[src/design/ccu_defines.svh]
`ifndef CCU_DEFINES_SVH
`define CCU_DEFINES_SVH

// cached masters behind the unit
`define CCU_NUM_PORTS 4

// bus widths
`define CCU_ADDR_W 32
`define CCU_DATA_W 64

// id layout, master index sits above the per-master id
`define CCU_SLV_ID_W 4
`define CCU_IDX_W 2
`define CCU_ID_W 6

// cache line geometry
`define CCU_LINE_WORDS 2
`define CCU_OFFSET_BIT 3

`endif
[src/design/ccu_pkg.sv]
`include "ccu_defines.svh"

package ccu_pkg;

    typedef enum logic [2:0] {
        IDLE,
        DECODE,
        SEND_SNOOP,
        WAIT_RESP,
        READ_SNP_DATA,
        SEND_MEM_REQ,
        READ_MEM
    } ccu_state_e;

    // snoop response flags
    typedef struct packed {
        logic data_transfer;
        logic error;
        logic pass_dirty;
        logic is_shared;
        logic was_unique;
    } cr_resp_t;

    typedef logic [`CCU_NUM_PORTS-1:0] port_mask_t;
    typedef logic [`CCU_IDX_W-1:0]     port_idx_t;
    typedef logic [`CCU_ADDR_W-1:0]    addr_t;
    typedef logic [`CCU_DATA_W-1:0]    data_t;
    typedef logic [`CCU_ID_W-1:0]      id_t;
    typedef logic [3:0]                snoop_t;
    typedef logic [1:0]                beat_cnt_t;

endpackage

[src/design/ccu_top.sv]
`timescale 1ns/1ps
`include "ccu_defines.svh"

module ccu_top import ccu_pkg::*; (
    input  logic                          clk_i,
    input  logic                          rst_ni,
    // requester
    input  logic                          ar_valid_i,
    output logic                          ar_ready_o,
    input  addr_t                         ar_addr_i,
    input  id_t                           ar_id_i,
    input  logic                          ar_len_i,
    input  snoop_t                        ar_snoop_i,
    output logic                          r_valid_o,
    input  logic                          r_ready_i,
    output data_t                         r_data_o,
    output id_t                           r_id_o,
    output logic                          r_last_o,
    output logic                          r_shared_o,
    output logic                          r_dirty_o,
    // snoop masters
    output port_mask_t                    ac_valid_o,
    input  port_mask_t                    ac_ready_i,
    output addr_t                         ac_addr_o,
    output snoop_t                        ac_snoop_o,
    input  port_mask_t                    cr_valid_i,
    output port_mask_t                    cr_ready_o,
    input  cr_resp_t [`CCU_NUM_PORTS-1:0] cr_resp_i,
    input  port_mask_t                    cd_valid_i,
    output port_mask_t                    cd_ready_o,
    input  data_t [`CCU_NUM_PORTS-1:0]    cd_data_i,
    input  port_mask_t                    cd_last_i,
    // memory
    output logic                          mem_ar_valid_o,
    input  logic                          mem_ar_ready_i,
    output addr_t                         mem_ar_addr_o,
    output id_t                           mem_ar_id_o,
    output logic                          mem_ar_len_o,
    input  logic                          mem_r_valid_i,
    output logic                          mem_r_ready_o,
    input  data_t                         mem_r_data_i,
    input  logic                          mem_r_last_i
);

    ccu_state_e state;
    logic       snoop_done;
    logic       resp_done;
    logic       data_found;
    port_mask_t data_avail;
    port_idx_t  first_responder;
    logic       shared;
    logic       dirty;
    port_idx_t  initiator;
    addr_t      req_addr;
    id_t        req_id;
    logic       req_len;
    snoop_t     req_snoop;
    logic       store;
    data_t      word;
    logic       word_valid;
    beat_cnt_t  stored;
    logic       beat_idx;
    logic       beat_last;
    logic       eot;
    logic       in_snp;
    logic       in_mem;
    logic       snp_send;

    ccu_read_fsm u_fsm (
        .clk_i, .rst_ni, .ar_valid_i,
        .snoop_done_i (snoop_done),
        .resp_done_i  (resp_done),
        .data_found_i (data_found),
        .mem_ar_ready_i, .mem_r_valid_i, .mem_r_last_i, .r_ready_i,
        .eot_i        (eot),
        .state_o      (state),
        .ar_ready_o, .mem_ar_valid_o, .mem_r_ready_o
    );

    ccu_snoop_collector u_collector (
        .clk_i, .rst_ni,
        .state_i           (state),
        .initiator_i       (initiator),
        .ac_ready_i, .cr_valid_i, .cr_resp_i, .ac_valid_o, .cr_ready_o,
        .snoop_done_o      (snoop_done),
        .resp_done_o       (resp_done),
        .data_found_o      (data_found),
        .data_avail_o      (data_avail),
        .first_responder_o (first_responder),
        .shared_o          (shared),
        .dirty_o           (dirty)
    );

    ccu_beat_counter u_counter (
        .clk_i, .rst_ni,
        .state_i    (state),
        .store_i    (store),
        .send_i     (snp_send),
        .len_i      (req_len),
        .stored_o   (stored),
        .beat_idx_o (beat_idx),
        .last_o     (beat_last),
        .eot_o      (eot)
    );

    ccu_line_buffer u_buffer (
        .clk_i, .rst_ni,
        .state_i           (state),
        .ar_valid_i, .ar_addr_i, .ar_id_i, .ar_len_i, .ar_snoop_i,
        .data_avail_i      (data_avail),
        .first_responder_i (first_responder),
        .cd_valid_i, .cd_data_i, .cd_last_i,
        .stored_i          (stored),
        .beat_idx_i        (beat_idx),
        .req_addr_o        (req_addr),
        .req_id_o          (req_id),
        .req_len_o         (req_len),
        .req_snoop_o       (req_snoop),
        .initiator_o       (initiator),
        .cd_ready_o,
        .store_o           (store),
        .word_o            (word),
        .word_valid_o      (word_valid)
    );

    // ------------------------------------------------------------------------
    // r channel source select
    // ------------------------------------------------------------------------
    assign in_snp   = (state == READ_SNP_DATA);
    assign in_mem   = (state == READ_MEM);
    assign snp_send = in_snp && word_valid && r_ready_i;

    assign r_valid_o  = in_mem ? mem_r_valid_i : (in_snp && word_valid);
    assign r_data_o   = in_mem ? mem_r_data_i : word;
    assign r_last_o   = in_mem ? mem_r_last_i : beat_last;
    assign r_id_o     = req_id;
    // flags only come with snooped data
    assign r_shared_o = in_snp && shared;
    assign r_dirty_o  = in_snp && dirty;

    assign ac_addr_o     = req_addr;
    assign ac_snoop_o    = req_snoop;
    assign mem_ar_addr_o = req_addr;
    assign mem_ar_id_o   = req_id;
    assign mem_ar_len_o  = req_len;

endmodule

[src/design/ccu_line_buffer.sv]
`timescale 1ns/1ps
`include "ccu_defines.svh"

module ccu_line_buffer import ccu_pkg::*; (
    input  logic                       clk_i,
    input  logic                       rst_ni,
    input  ccu_state_e                 state_i,
    input  logic                       ar_valid_i,
    input  addr_t                      ar_addr_i,
    input  id_t                        ar_id_i,
    input  logic                       ar_len_i,
    input  snoop_t                     ar_snoop_i,
    input  port_mask_t                 data_avail_i,
    input  port_idx_t                  first_responder_i,
    input  port_mask_t                 cd_valid_i,
    input  data_t [`CCU_NUM_PORTS-1:0] cd_data_i,
    input  port_mask_t                 cd_last_i,
    input  beat_cnt_t                  stored_i,
    input  logic                       beat_idx_i,
    output addr_t                      req_addr_o,
    output id_t                        req_id_o,
    output logic                       req_len_o,
    output snoop_t                     req_snoop_o,
    output port_idx_t                  initiator_o,
    output port_mask_t                 cd_ready_o,
    output logic                       store_o,
    output data_t                      word_o,
    output logic                       word_valid_o
);

    addr_t      req_addr_q;
    id_t        req_id_q;
    logic       req_len_q;
    snoop_t     req_snoop_q;
    data_t      line_q [`CCU_LINE_WORDS];
    port_mask_t cd_done_q;
    logic       drain_en;
    logic       word_idx;

    // request and line storage
    always_ff @(posedge clk_i) begin
        if (state_i == IDLE && ar_valid_i) begin
            req_addr_q  <= ar_addr_i;
            req_id_q    <= ar_id_i;
            req_len_q   <= ar_len_i;
            req_snoop_q <= ar_snoop_i;
        end
        if (store_o) begin
            line_q[stored_i[0]] <= cd_data_i[first_responder_i];
        end
    end

    // per-port end of snoop data
    always_ff @(posedge clk_i or negedge rst_ni) begin
        if (!rst_ni) begin
            cd_done_q <= '0;
        end else if (state_i == IDLE) begin
            cd_done_q <= '0;
        end else begin
            cd_done_q <= cd_done_q | (cd_valid_i & cd_ready_o & cd_last_i);
        end
    end

    // other data carriers are drained and dropped, also on the memory path
    assign drain_en   = state_i inside {READ_SNP_DATA, SEND_MEM_REQ, READ_MEM};
    assign cd_ready_o = drain_en ? (data_avail_i & ~cd_done_q) : '0;
    assign store_o    = (state_i == READ_SNP_DATA) && cd_valid_i[first_responder_i]
                        && cd_ready_o[first_responder_i];

    // critical word for single reads, beat order for lines
    assign word_idx     = req_len_q ? beat_idx_i : req_addr_q[`CCU_OFFSET_BIT];
    assign word_o       = line_q[word_idx];
    assign word_valid_o = ({1'b0, word_idx} < stored_i);

    assign req_addr_o  = req_addr_q;
    assign req_id_o    = req_id_q;
    assign req_len_o   = req_len_q;
    assign req_snoop_o = req_snoop_q;
    assign initiator_o = req_id_q[`CCU_SLV_ID_W +: `CCU_IDX_W];

endmodule

[src/design/ccu_beat_counter.sv]
`timescale 1ns/1ps
`include "ccu_defines.svh"

module ccu_beat_counter import ccu_pkg::*; (
    input  logic       clk_i,
    input  logic       rst_ni,
    input  ccu_state_e state_i,
    input  logic       store_i,
    input  logic       send_i,
    input  logic       len_i,
    output beat_cnt_t  stored_o,
    output logic       beat_idx_o,
    output logic       last_o,
    output logic       eot_o
);

    beat_cnt_t stored_q;
    logic      beat_q;
    logic      eot_q;

    always_ff @(posedge clk_i or negedge rst_ni) begin
        if (!rst_ni) begin
            stored_q <= '0;
            beat_q   <= 1'b0;
            eot_q    <= 1'b0;
        end else if (state_i == IDLE) begin
            stored_q <= '0;
            beat_q   <= 1'b0;
            eot_q    <= 1'b0;
        end else begin
            if (store_i) begin
                stored_q <= stored_q + beat_cnt_t'(1);
            end
            if (send_i) begin
                beat_q <= ~beat_q;
                if (last_o) begin
                    eot_q <= 1'b1;
                end
            end
        end
    end

    assign stored_o   = stored_q;
    assign beat_idx_o = beat_q;
    // second word of a line, or the only beat of a single read
    assign last_o     = len_i ? (beat_q == 1'(`CCU_LINE_WORDS - 1)) : 1'b1;
    assign eot_o      = eot_q | (send_i & last_o);

endmodule

[src/design/ccu_snoop_collector.sv]
`timescale 1ns/1ps
`include "ccu_defines.svh"

module ccu_snoop_collector import ccu_pkg::*; (
    input  logic                          clk_i,
    input  logic                          rst_ni,
    input  ccu_state_e                    state_i,
    input  port_idx_t                     initiator_i,
    input  port_mask_t                    ac_ready_i,
    input  port_mask_t                    cr_valid_i,
    input  cr_resp_t [`CCU_NUM_PORTS-1:0] cr_resp_i,
    output port_mask_t                    ac_valid_o,
    output port_mask_t                    cr_ready_o,
    output logic                          snoop_done_o,
    output logic                          resp_done_o,
    output logic                          data_found_o,
    output port_mask_t                    data_avail_o,
    output port_idx_t                     first_responder_o,
    output logic                          shared_o,
    output logic                          dirty_o
);

    port_mask_t init_mask;
    port_mask_t ac_done_q;
    port_mask_t cr_done_q;
    port_mask_t ac_hs;
    port_mask_t cr_hs;
    logic       issue_q;
    port_mask_t avail_q;
    port_mask_t error_q;
    port_mask_t shared_q;
    port_mask_t dirty_q;
    logic       found_q;
    port_idx_t  first_q;
    logic       pick_valid;
    port_idx_t  pick_idx;

    assign init_mask = port_mask_t'(1) << initiator_i;

    // snoops go out one cycle into SEND_SNOOP
    assign ac_valid_o = (state_i == SEND_SNOOP && issue_q) ? ~ac_done_q : '0;
    assign cr_ready_o = (state_i == WAIT_RESP) ? ~cr_done_q : '0;
    assign ac_hs      = ac_valid_o & ac_ready_i;
    assign cr_hs      = cr_ready_o & cr_valid_i;

    always_ff @(posedge clk_i or negedge rst_ni) begin
        if (!rst_ni) begin
            issue_q   <= 1'b0;
            ac_done_q <= '0;
            cr_done_q <= '0;
        end else begin
            issue_q <= (state_i == SEND_SNOOP);
            case (state_i)
                // initiator counts as done from the start
                DECODE: begin
                    ac_done_q <= init_mask;
                    cr_done_q <= init_mask;
                end
                SEND_SNOOP: ac_done_q <= ac_done_q | ac_hs;
                WAIT_RESP:  cr_done_q <= cr_done_q | cr_hs;
                default: begin
                end
            endcase
        end
    end

    // lowest index wins among responders in the same cycle
    always_comb begin
        pick_valid = 1'b0;
        pick_idx   = '0;
        for (int n = `CCU_NUM_PORTS - 1; n >= 0; n--) begin
            if (cr_hs[n] && cr_resp_i[n].data_transfer && !cr_resp_i[n].error) begin
                pick_valid = 1'b1;
                pick_idx   = port_idx_t'(n);
            end
        end
    end

    always_ff @(posedge clk_i or negedge rst_ni) begin
        if (!rst_ni) begin
            avail_q  <= '0;
            error_q  <= '0;
            shared_q <= '0;
            dirty_q  <= '0;
            found_q  <= 1'b0;
            first_q  <= '0;
        end else if (state_i == IDLE) begin
            avail_q  <= '0;
            error_q  <= '0;
            shared_q <= '0;
            dirty_q  <= '0;
            found_q  <= 1'b0;
            first_q  <= '0;
        end else begin
            for (int n = 0; n < `CCU_NUM_PORTS; n++) begin
                if (cr_hs[n]) begin
                    avail_q[n]  <= cr_resp_i[n].data_transfer;
                    error_q[n]  <= cr_resp_i[n].error;
                    shared_q[n] <= cr_resp_i[n].is_shared;
                    dirty_q[n]  <= cr_resp_i[n].pass_dirty;
                end
            end
            if (!found_q && pick_valid) begin
                found_q <= 1'b1;
                first_q <= pick_idx;
            end
        end
    end

    assign snoop_done_o      = &ac_done_q;
    assign resp_done_o       = &cr_done_q;
    assign data_found_o      = |(avail_q & ~error_q);
    assign data_avail_o      = avail_q;
    assign first_responder_o = first_q;
    assign shared_o          = |shared_q;
    assign dirty_o           = |dirty_q;

endmodule

[src/design/ccu_read_fsm.sv]
`timescale 1ns/1ps
`include "ccu_defines.svh"

module ccu_read_fsm import ccu_pkg::*; (
    input  logic       clk_i,
    input  logic       rst_ni,
    input  logic       ar_valid_i,
    input  logic       snoop_done_i,
    input  logic       resp_done_i,
    input  logic       data_found_i,
    input  logic       mem_ar_ready_i,
    input  logic       mem_r_valid_i,
    input  logic       mem_r_last_i,
    input  logic       r_ready_i,
    input  logic       eot_i,
    output ccu_state_e state_o,
    output logic       ar_ready_o,
    output logic       mem_ar_valid_o,
    output logic       mem_r_ready_o
);

    ccu_state_e state_d;
    ccu_state_e state_q;

    // ------------------------------------------------------------------------
    // state register
    // ------------------------------------------------------------------------
    always_ff @(posedge clk_i or negedge rst_ni) begin
        if (!rst_ni) begin
            state_q <= IDLE;
        end else begin
            state_q <= state_d;
        end
    end

    // ------------------------------------------------------------------------
    // next state
    // ------------------------------------------------------------------------
    always_comb begin
        state_d = state_q;
        case (state_q)
            IDLE: begin
                if (ar_valid_i) begin
                    state_d = DECODE;
                end
            end
            DECODE: begin
                state_d = SEND_SNOOP;
            end
            SEND_SNOOP: begin
                // all non-initiator masters took the snoop address
                if (snoop_done_i) begin
                    state_d = WAIT_RESP;
                end
            end
            WAIT_RESP: begin
                if (resp_done_i) begin
                    state_d = data_found_i ? READ_SNP_DATA : SEND_MEM_REQ;
                end
            end
            READ_SNP_DATA: begin
                if (eot_i) begin
                    state_d = IDLE;
                end
            end
            SEND_MEM_REQ: begin
                if (mem_ar_ready_i) begin
                    state_d = READ_MEM;
                end
            end
            READ_MEM: begin
                // last memory beat accepted by the requester
                if (mem_r_valid_i && r_ready_i && mem_r_last_i) begin
                    state_d = IDLE;
                end
            end
            default: begin
                state_d = IDLE;
            end
        endcase
    end

    assign state_o        = state_q;
    assign ar_ready_o     = (state_q == DECODE);
    assign mem_ar_valid_o = (state_q == SEND_MEM_REQ);
    // memory data flows straight through to the requester
    assign mem_r_ready_o  = (state_q == READ_MEM) && r_ready_i;

endmodule

[config.mk]
export PLATFORM = sky130hd
export DESIGN_NAME = ccu_top
export DESIGN_NICKNAME = d
export VERILOG_FILES = /design/src/design/ccu_pkg.sv /design/src/design/ccu_top.sv /design/src/design/ccu_line_buffer.sv /design/src/design/ccu_beat_counter.sv /design/src/design/ccu_snoop_collector.sv /design/src/design/ccu_read_fsm.sv
export VERILOG_INCLUDE_DIRS = /design/src /design/src/design
export SDC_FILE = /design/constraint.sdc
export NUM_CORES = 1
export LEC_CHECK = 0
export BUFFER_PORTS_ARGS = -buffer_cell sky130_fd_sc_hd__buf_2
export CAP_MARGIN = 15
export CORE_AREA = 2 2 219 221
export CTS_CLUSTER_DIAMETER = 60
export DETAILED_ROUTE_END_ITERATION = 12
export DIE_AREA = 0 0 221 223
export SETUP_SLACK_MARGIN = 0.5
export SKIP_CTS_REPAIR_TIMING = 1
export SLEW_MARGIN = 0
export SYNTH_ARGS = -nofsm -noshare
export SYNTH_HDL_FRONTEND = slang
export SYNTH_HIERARCHICAL = 1
export SYNTH_SLANG_ARGS = --single-unit
[constraint.sdc]
create_clock -name clk_i -period 10.4 [get_ports clk_i]
set_input_delay 0.52 -clock clk_i [delete_from_list [all_inputs] [get_ports clk_i]]
set_output_delay 0.52 -clock clk_i [all_outputs]
set_load 0.05 [all_outputs]
==> summary.md <==
| Metric | Value |
|---|---|
| Status | `completed` |
| Switching part of the total power | `35.3%` |
| Register area share after synthesis | `55.8%` |
| Netlist cell types | `56` |
| Avg Inst Size Synth | `16.3 um2` |
| H-tree levels | `1` |
| Area of placed instances | `0.0140 mm2` |
| Hold crit path type | `in -> async` |
| Compound-Gate Fraction of Synth Area | `2.87%` |
| Crit path time final | `4.09 ns` |
| Worst Path Max Fanout | `34` |
| Max-Slew Margin vs Limit | `26.2%` |
| Area Growth Syn to Fin | `35.7%` |
| Combinational share of power | `31.7%` |
| # rows | `80` |
| WL final | `35.1 mm` |
| Setup violators final | `0` |
| Layout Utilization | `31.6%` |
| Critical Path, Cell by Cell | `nand3b_1 > buf_4 > buf_4 > mux2_2 > buf_2` |
| Seq pwr share | `38.5%` |
| Worst path depth | `5` |
| CP max stage cell | `dfrtp_1` |
| Share of layout cells above drive strength 1 | `68.0%` |
| Net Count, Synth | `1078` |
| Final setup margin | `6.31 ns` |
| I/O Pins | `570` |
| CTS tree | `done` |
| DP HPWL | `26.9 mm` |
| Clk root buf | `clkbuf_16` |
| Filler cells | `4686` |
| WP buf/inv | `3` |
| Most frequent cells in the layout | `565 x buf_2, 171 x edfxtp_1, 79 x mux2_2` |
| Fin crit share | `39.3%` |
| RSZ-0062 raised after global routing | `false` |
| Largest family of logic cells by synthesized area | `multiplexers` |
| Vias in the first global route | `8227` |
| Slowest stage delay, CP | `0.78 ns` |
| Synth Warn # | `6` |
| CP top delay family | `buffers and inverters` |
| Syn Inst Count | `672` |
| Core Region | `0.0471 mm2` |
| Power density over cell area | `194 mW/mm2` |
| Setup TNS | `0 ns` |
| Synth Area in Adders | `0%` |
| First DRT Iteration DRCs | `346` |
| DRC viols | `0` |
| Primary FF master, synth | `edfxtp_1` |
| Antenna Nets Post-Route | `0` |
| Worst R2R Setup Slack | `7.42 ns` |
| Clock power frac | `29.9%` |
| Worst slew pin tran | `1.11 ns` |
| Chip width | `221 um` |
| Tot Pwr | `2880 uW` |
| Syn Std Cell Area | `0.0110 mm2` |
| Commonest non-fill, non-tap cell in the layout | `buf_2` |
| Post-route cell area | `0.0149 mm2` |
| Post-synthesis mux area share | `28.8%` |
| DR vias | `8076` |
| Worst Setup End Kind | `output pin` |
| Skew-Pair Late Insertion Delay | `0.54 ns` |
| DIE AREA | `0.0493 mm2` |
| CP dominant cell by count | `buf_4` |
| # nets final | `1604` |
| First-pass GRT wire length | `50.7 mm` |
| Pre-CTS setup slack | `6.83 ns` |
| Max Cap Violations | `0` |
| Vias per Instance | `4.41` |
| Total Routing Usage GR | `13.6%` |
| Slew Viols, Final | `0` |
| Xor and xnor area share after synthesis | `0.240%` |
| Max clock buf depth | `3` |
| Worst reg-to-reg path cell count | `3` |
| Net Switching | `1020 uW` |
| CP Launch Type | `register` |
| Height of the die | `223 um` |
| Worst Setup Path Type | `reg -> out` |
| DR WL/cell | `19.2 um` |
| Starting Density | `23.2%` |
| Internal | `1870 uW` |
| Seq cells post-synth | `210` |
| Leak Pwr | `0.00637 uW` |
| Count of final hold-check violations | `0` |
| VDD IR max | `116 uV` |
| GR Overflow Total | `0` |
| Clk sink count | `210` |
| Drt pass-1 iters | `7` |
| Critical Path AT | `3.57 ns` |
| Post-synth ARST share | `18.6%` |
| PortBufs | `565` |
| Number of synthesized flops with an enable pin | `171` |
| Gp weighted congestion | `0.865` |
| Synthesized-area fraction occupied by and/or/nand/nor cells | `6.34%` |
| Maximum clock frequency | `245 MHz` |
| Initial antenna violation count | `4` |
| Num CTS Buffers | `27` |
| Clk_skew | `0.0196 ns` |
| Largest net degree at the start of global routing | `65` |
| CP required | `9.88 ns` |
| Clk slew on worst S/H paths | `0.06 ns` |
==> final cells by class <==
cell class	instances	area, um2	share of cell area (%)
Sequential cell	210	6120	41.1
Multi-Input combinational cell	371	4220	28.3
Timing Repair Buffer	573	2890	19.4
Tap cell	615	769	5.17
Clock buffer	31	701	4.71
Clock inverter	14	121	0.816
Inverter	15	56.3	0.379
Antenna cell	2	5.00	0.0336
==> logic make-up after synthesis <==
| family | after synthesis |
|---|---|
| buffers and inverters | 91 |
| XOR/XNOR | 3 |
| AO/OA/AOI/OAI | 45 |
| AND/OR/NAND/NOR | 125 |
| flip-flops | 210 |
| multiplexers | 198 |
==> metal layers <==
metal,GRT usage [%],part of all wire (%)
met1,15.8,38
met2,24.5,51
met3,3.91,8.3
met4,2.97,2.1
met5,0,0.037
==> power groups by stage <==
stage          combinational (uW)  sequential [uW]  clock (uW)
2_1_floorplan                 671             1130           0
3_5_place_dp                  920             1120           0
6_report                      912             1110         861
3_3_place_gp                  913             1120           0
5_1_grt                       970             1120         932
4_1_cts                       924             1110         897
==> synth_stat cells (2+ instances only) <==
master | number | area [um2]
a21oi_1 | 17 | 85.1
a21oi_2 | 2 | 17.5
a22oi_1 | 2 | 15.0
a41oi_1 | 4 | 35.0
and2_1 | 4 | 25.0
and4_1 | 2 | 17.5
and4bb_2 | 2 | 25.0
buf_2 | 9 | 45.0
buf_4 | 43 | 323
buf_6 | 19 | 214
clkbuf_1 | 4 | 15.0
dfrtp_1 | 39 | 976
edfxtp_1 | 171 | 5130
inv_1 | 15 | 56.3
mux2_2 | 79 | 890
mux2_4 | 50 | 751
mux2i_1 | 3 | 30.0
mux4_2 | 66 | 1490
nand2_1 | 26 | 97.6
nand2b_1 | 8 | 50.1
nand3_1 | 28 | 140
nand3b_1 | 2 | 15.0
nand4_1 | 2 | 12.5
nor2_1 | 26 | 97.6
nor3_1 | 4 | 20.0
nor3b_1 | 4 | 30.0
o21a_1 | 2 | 15.0
o21ai_0 | 6 | 30.0
o221ai_1 | 2 | 17.5
or2b_1 | 3 | 22.5
or4_1 | 2 | 15.0
xnor2_1 | 2 | 17.5
==> path summary, 6_finish.rpt <==
path | startpoint | end
setup / recovery | u_fsm/state_o[0] | r_data_o[0]
hold / removal | rst_ni | u_collector/dirty_q[2]
setup reg to reg | u_collector/first_responder_o[0] | u_buffer/line_q[1][1]
hold reg to reg | u_collector/dirty_q[2] | u_collector/dirty_q[2]
max in group asynchronous | rst_ni | u_collector/first_responder_o[0]
min in group clk_i | ar_addr_i[24] | u_buffer/req_addr_o[24]
==> stage by stage <==
step                      cells  hold slack (ns)
after detailed placement   1784            0.479
final                      1831           0.0990
after global routing       1830            0.102
after global placement     1784            0.477
after floorplan             672            0.224
after CTS                  1829           0.0995
==> worst register-to-register path, stage by stage, from the launching register on <==
cell	delay, ns
dfrtp_4	0.86
mux4_2	0.68
nor3b_4	0.20
buf_4	0.77
==> state kept, by name (all words and copies together), names as in the netlist, 2 cells and up <==
signal	flops
u_collector/shared_q	4
u_buffer/req_addr_o	32
u_collector/cr_done_q	4
u_buffer/req_id_o	6
u_collector/data_avail_o	4
u_buffer/line_q	128
u_collector/ac_done_q	4
u_collector/error_q	4
u_buffer/req_snoop_o	4
u_collector/dirty_q	4
u_counter/stored_o	2
u_fsm/state_o	3
u_collector/first_responder_o	2
u_buffer/cd_done_q	4
(Power assumes the default switching activity.)
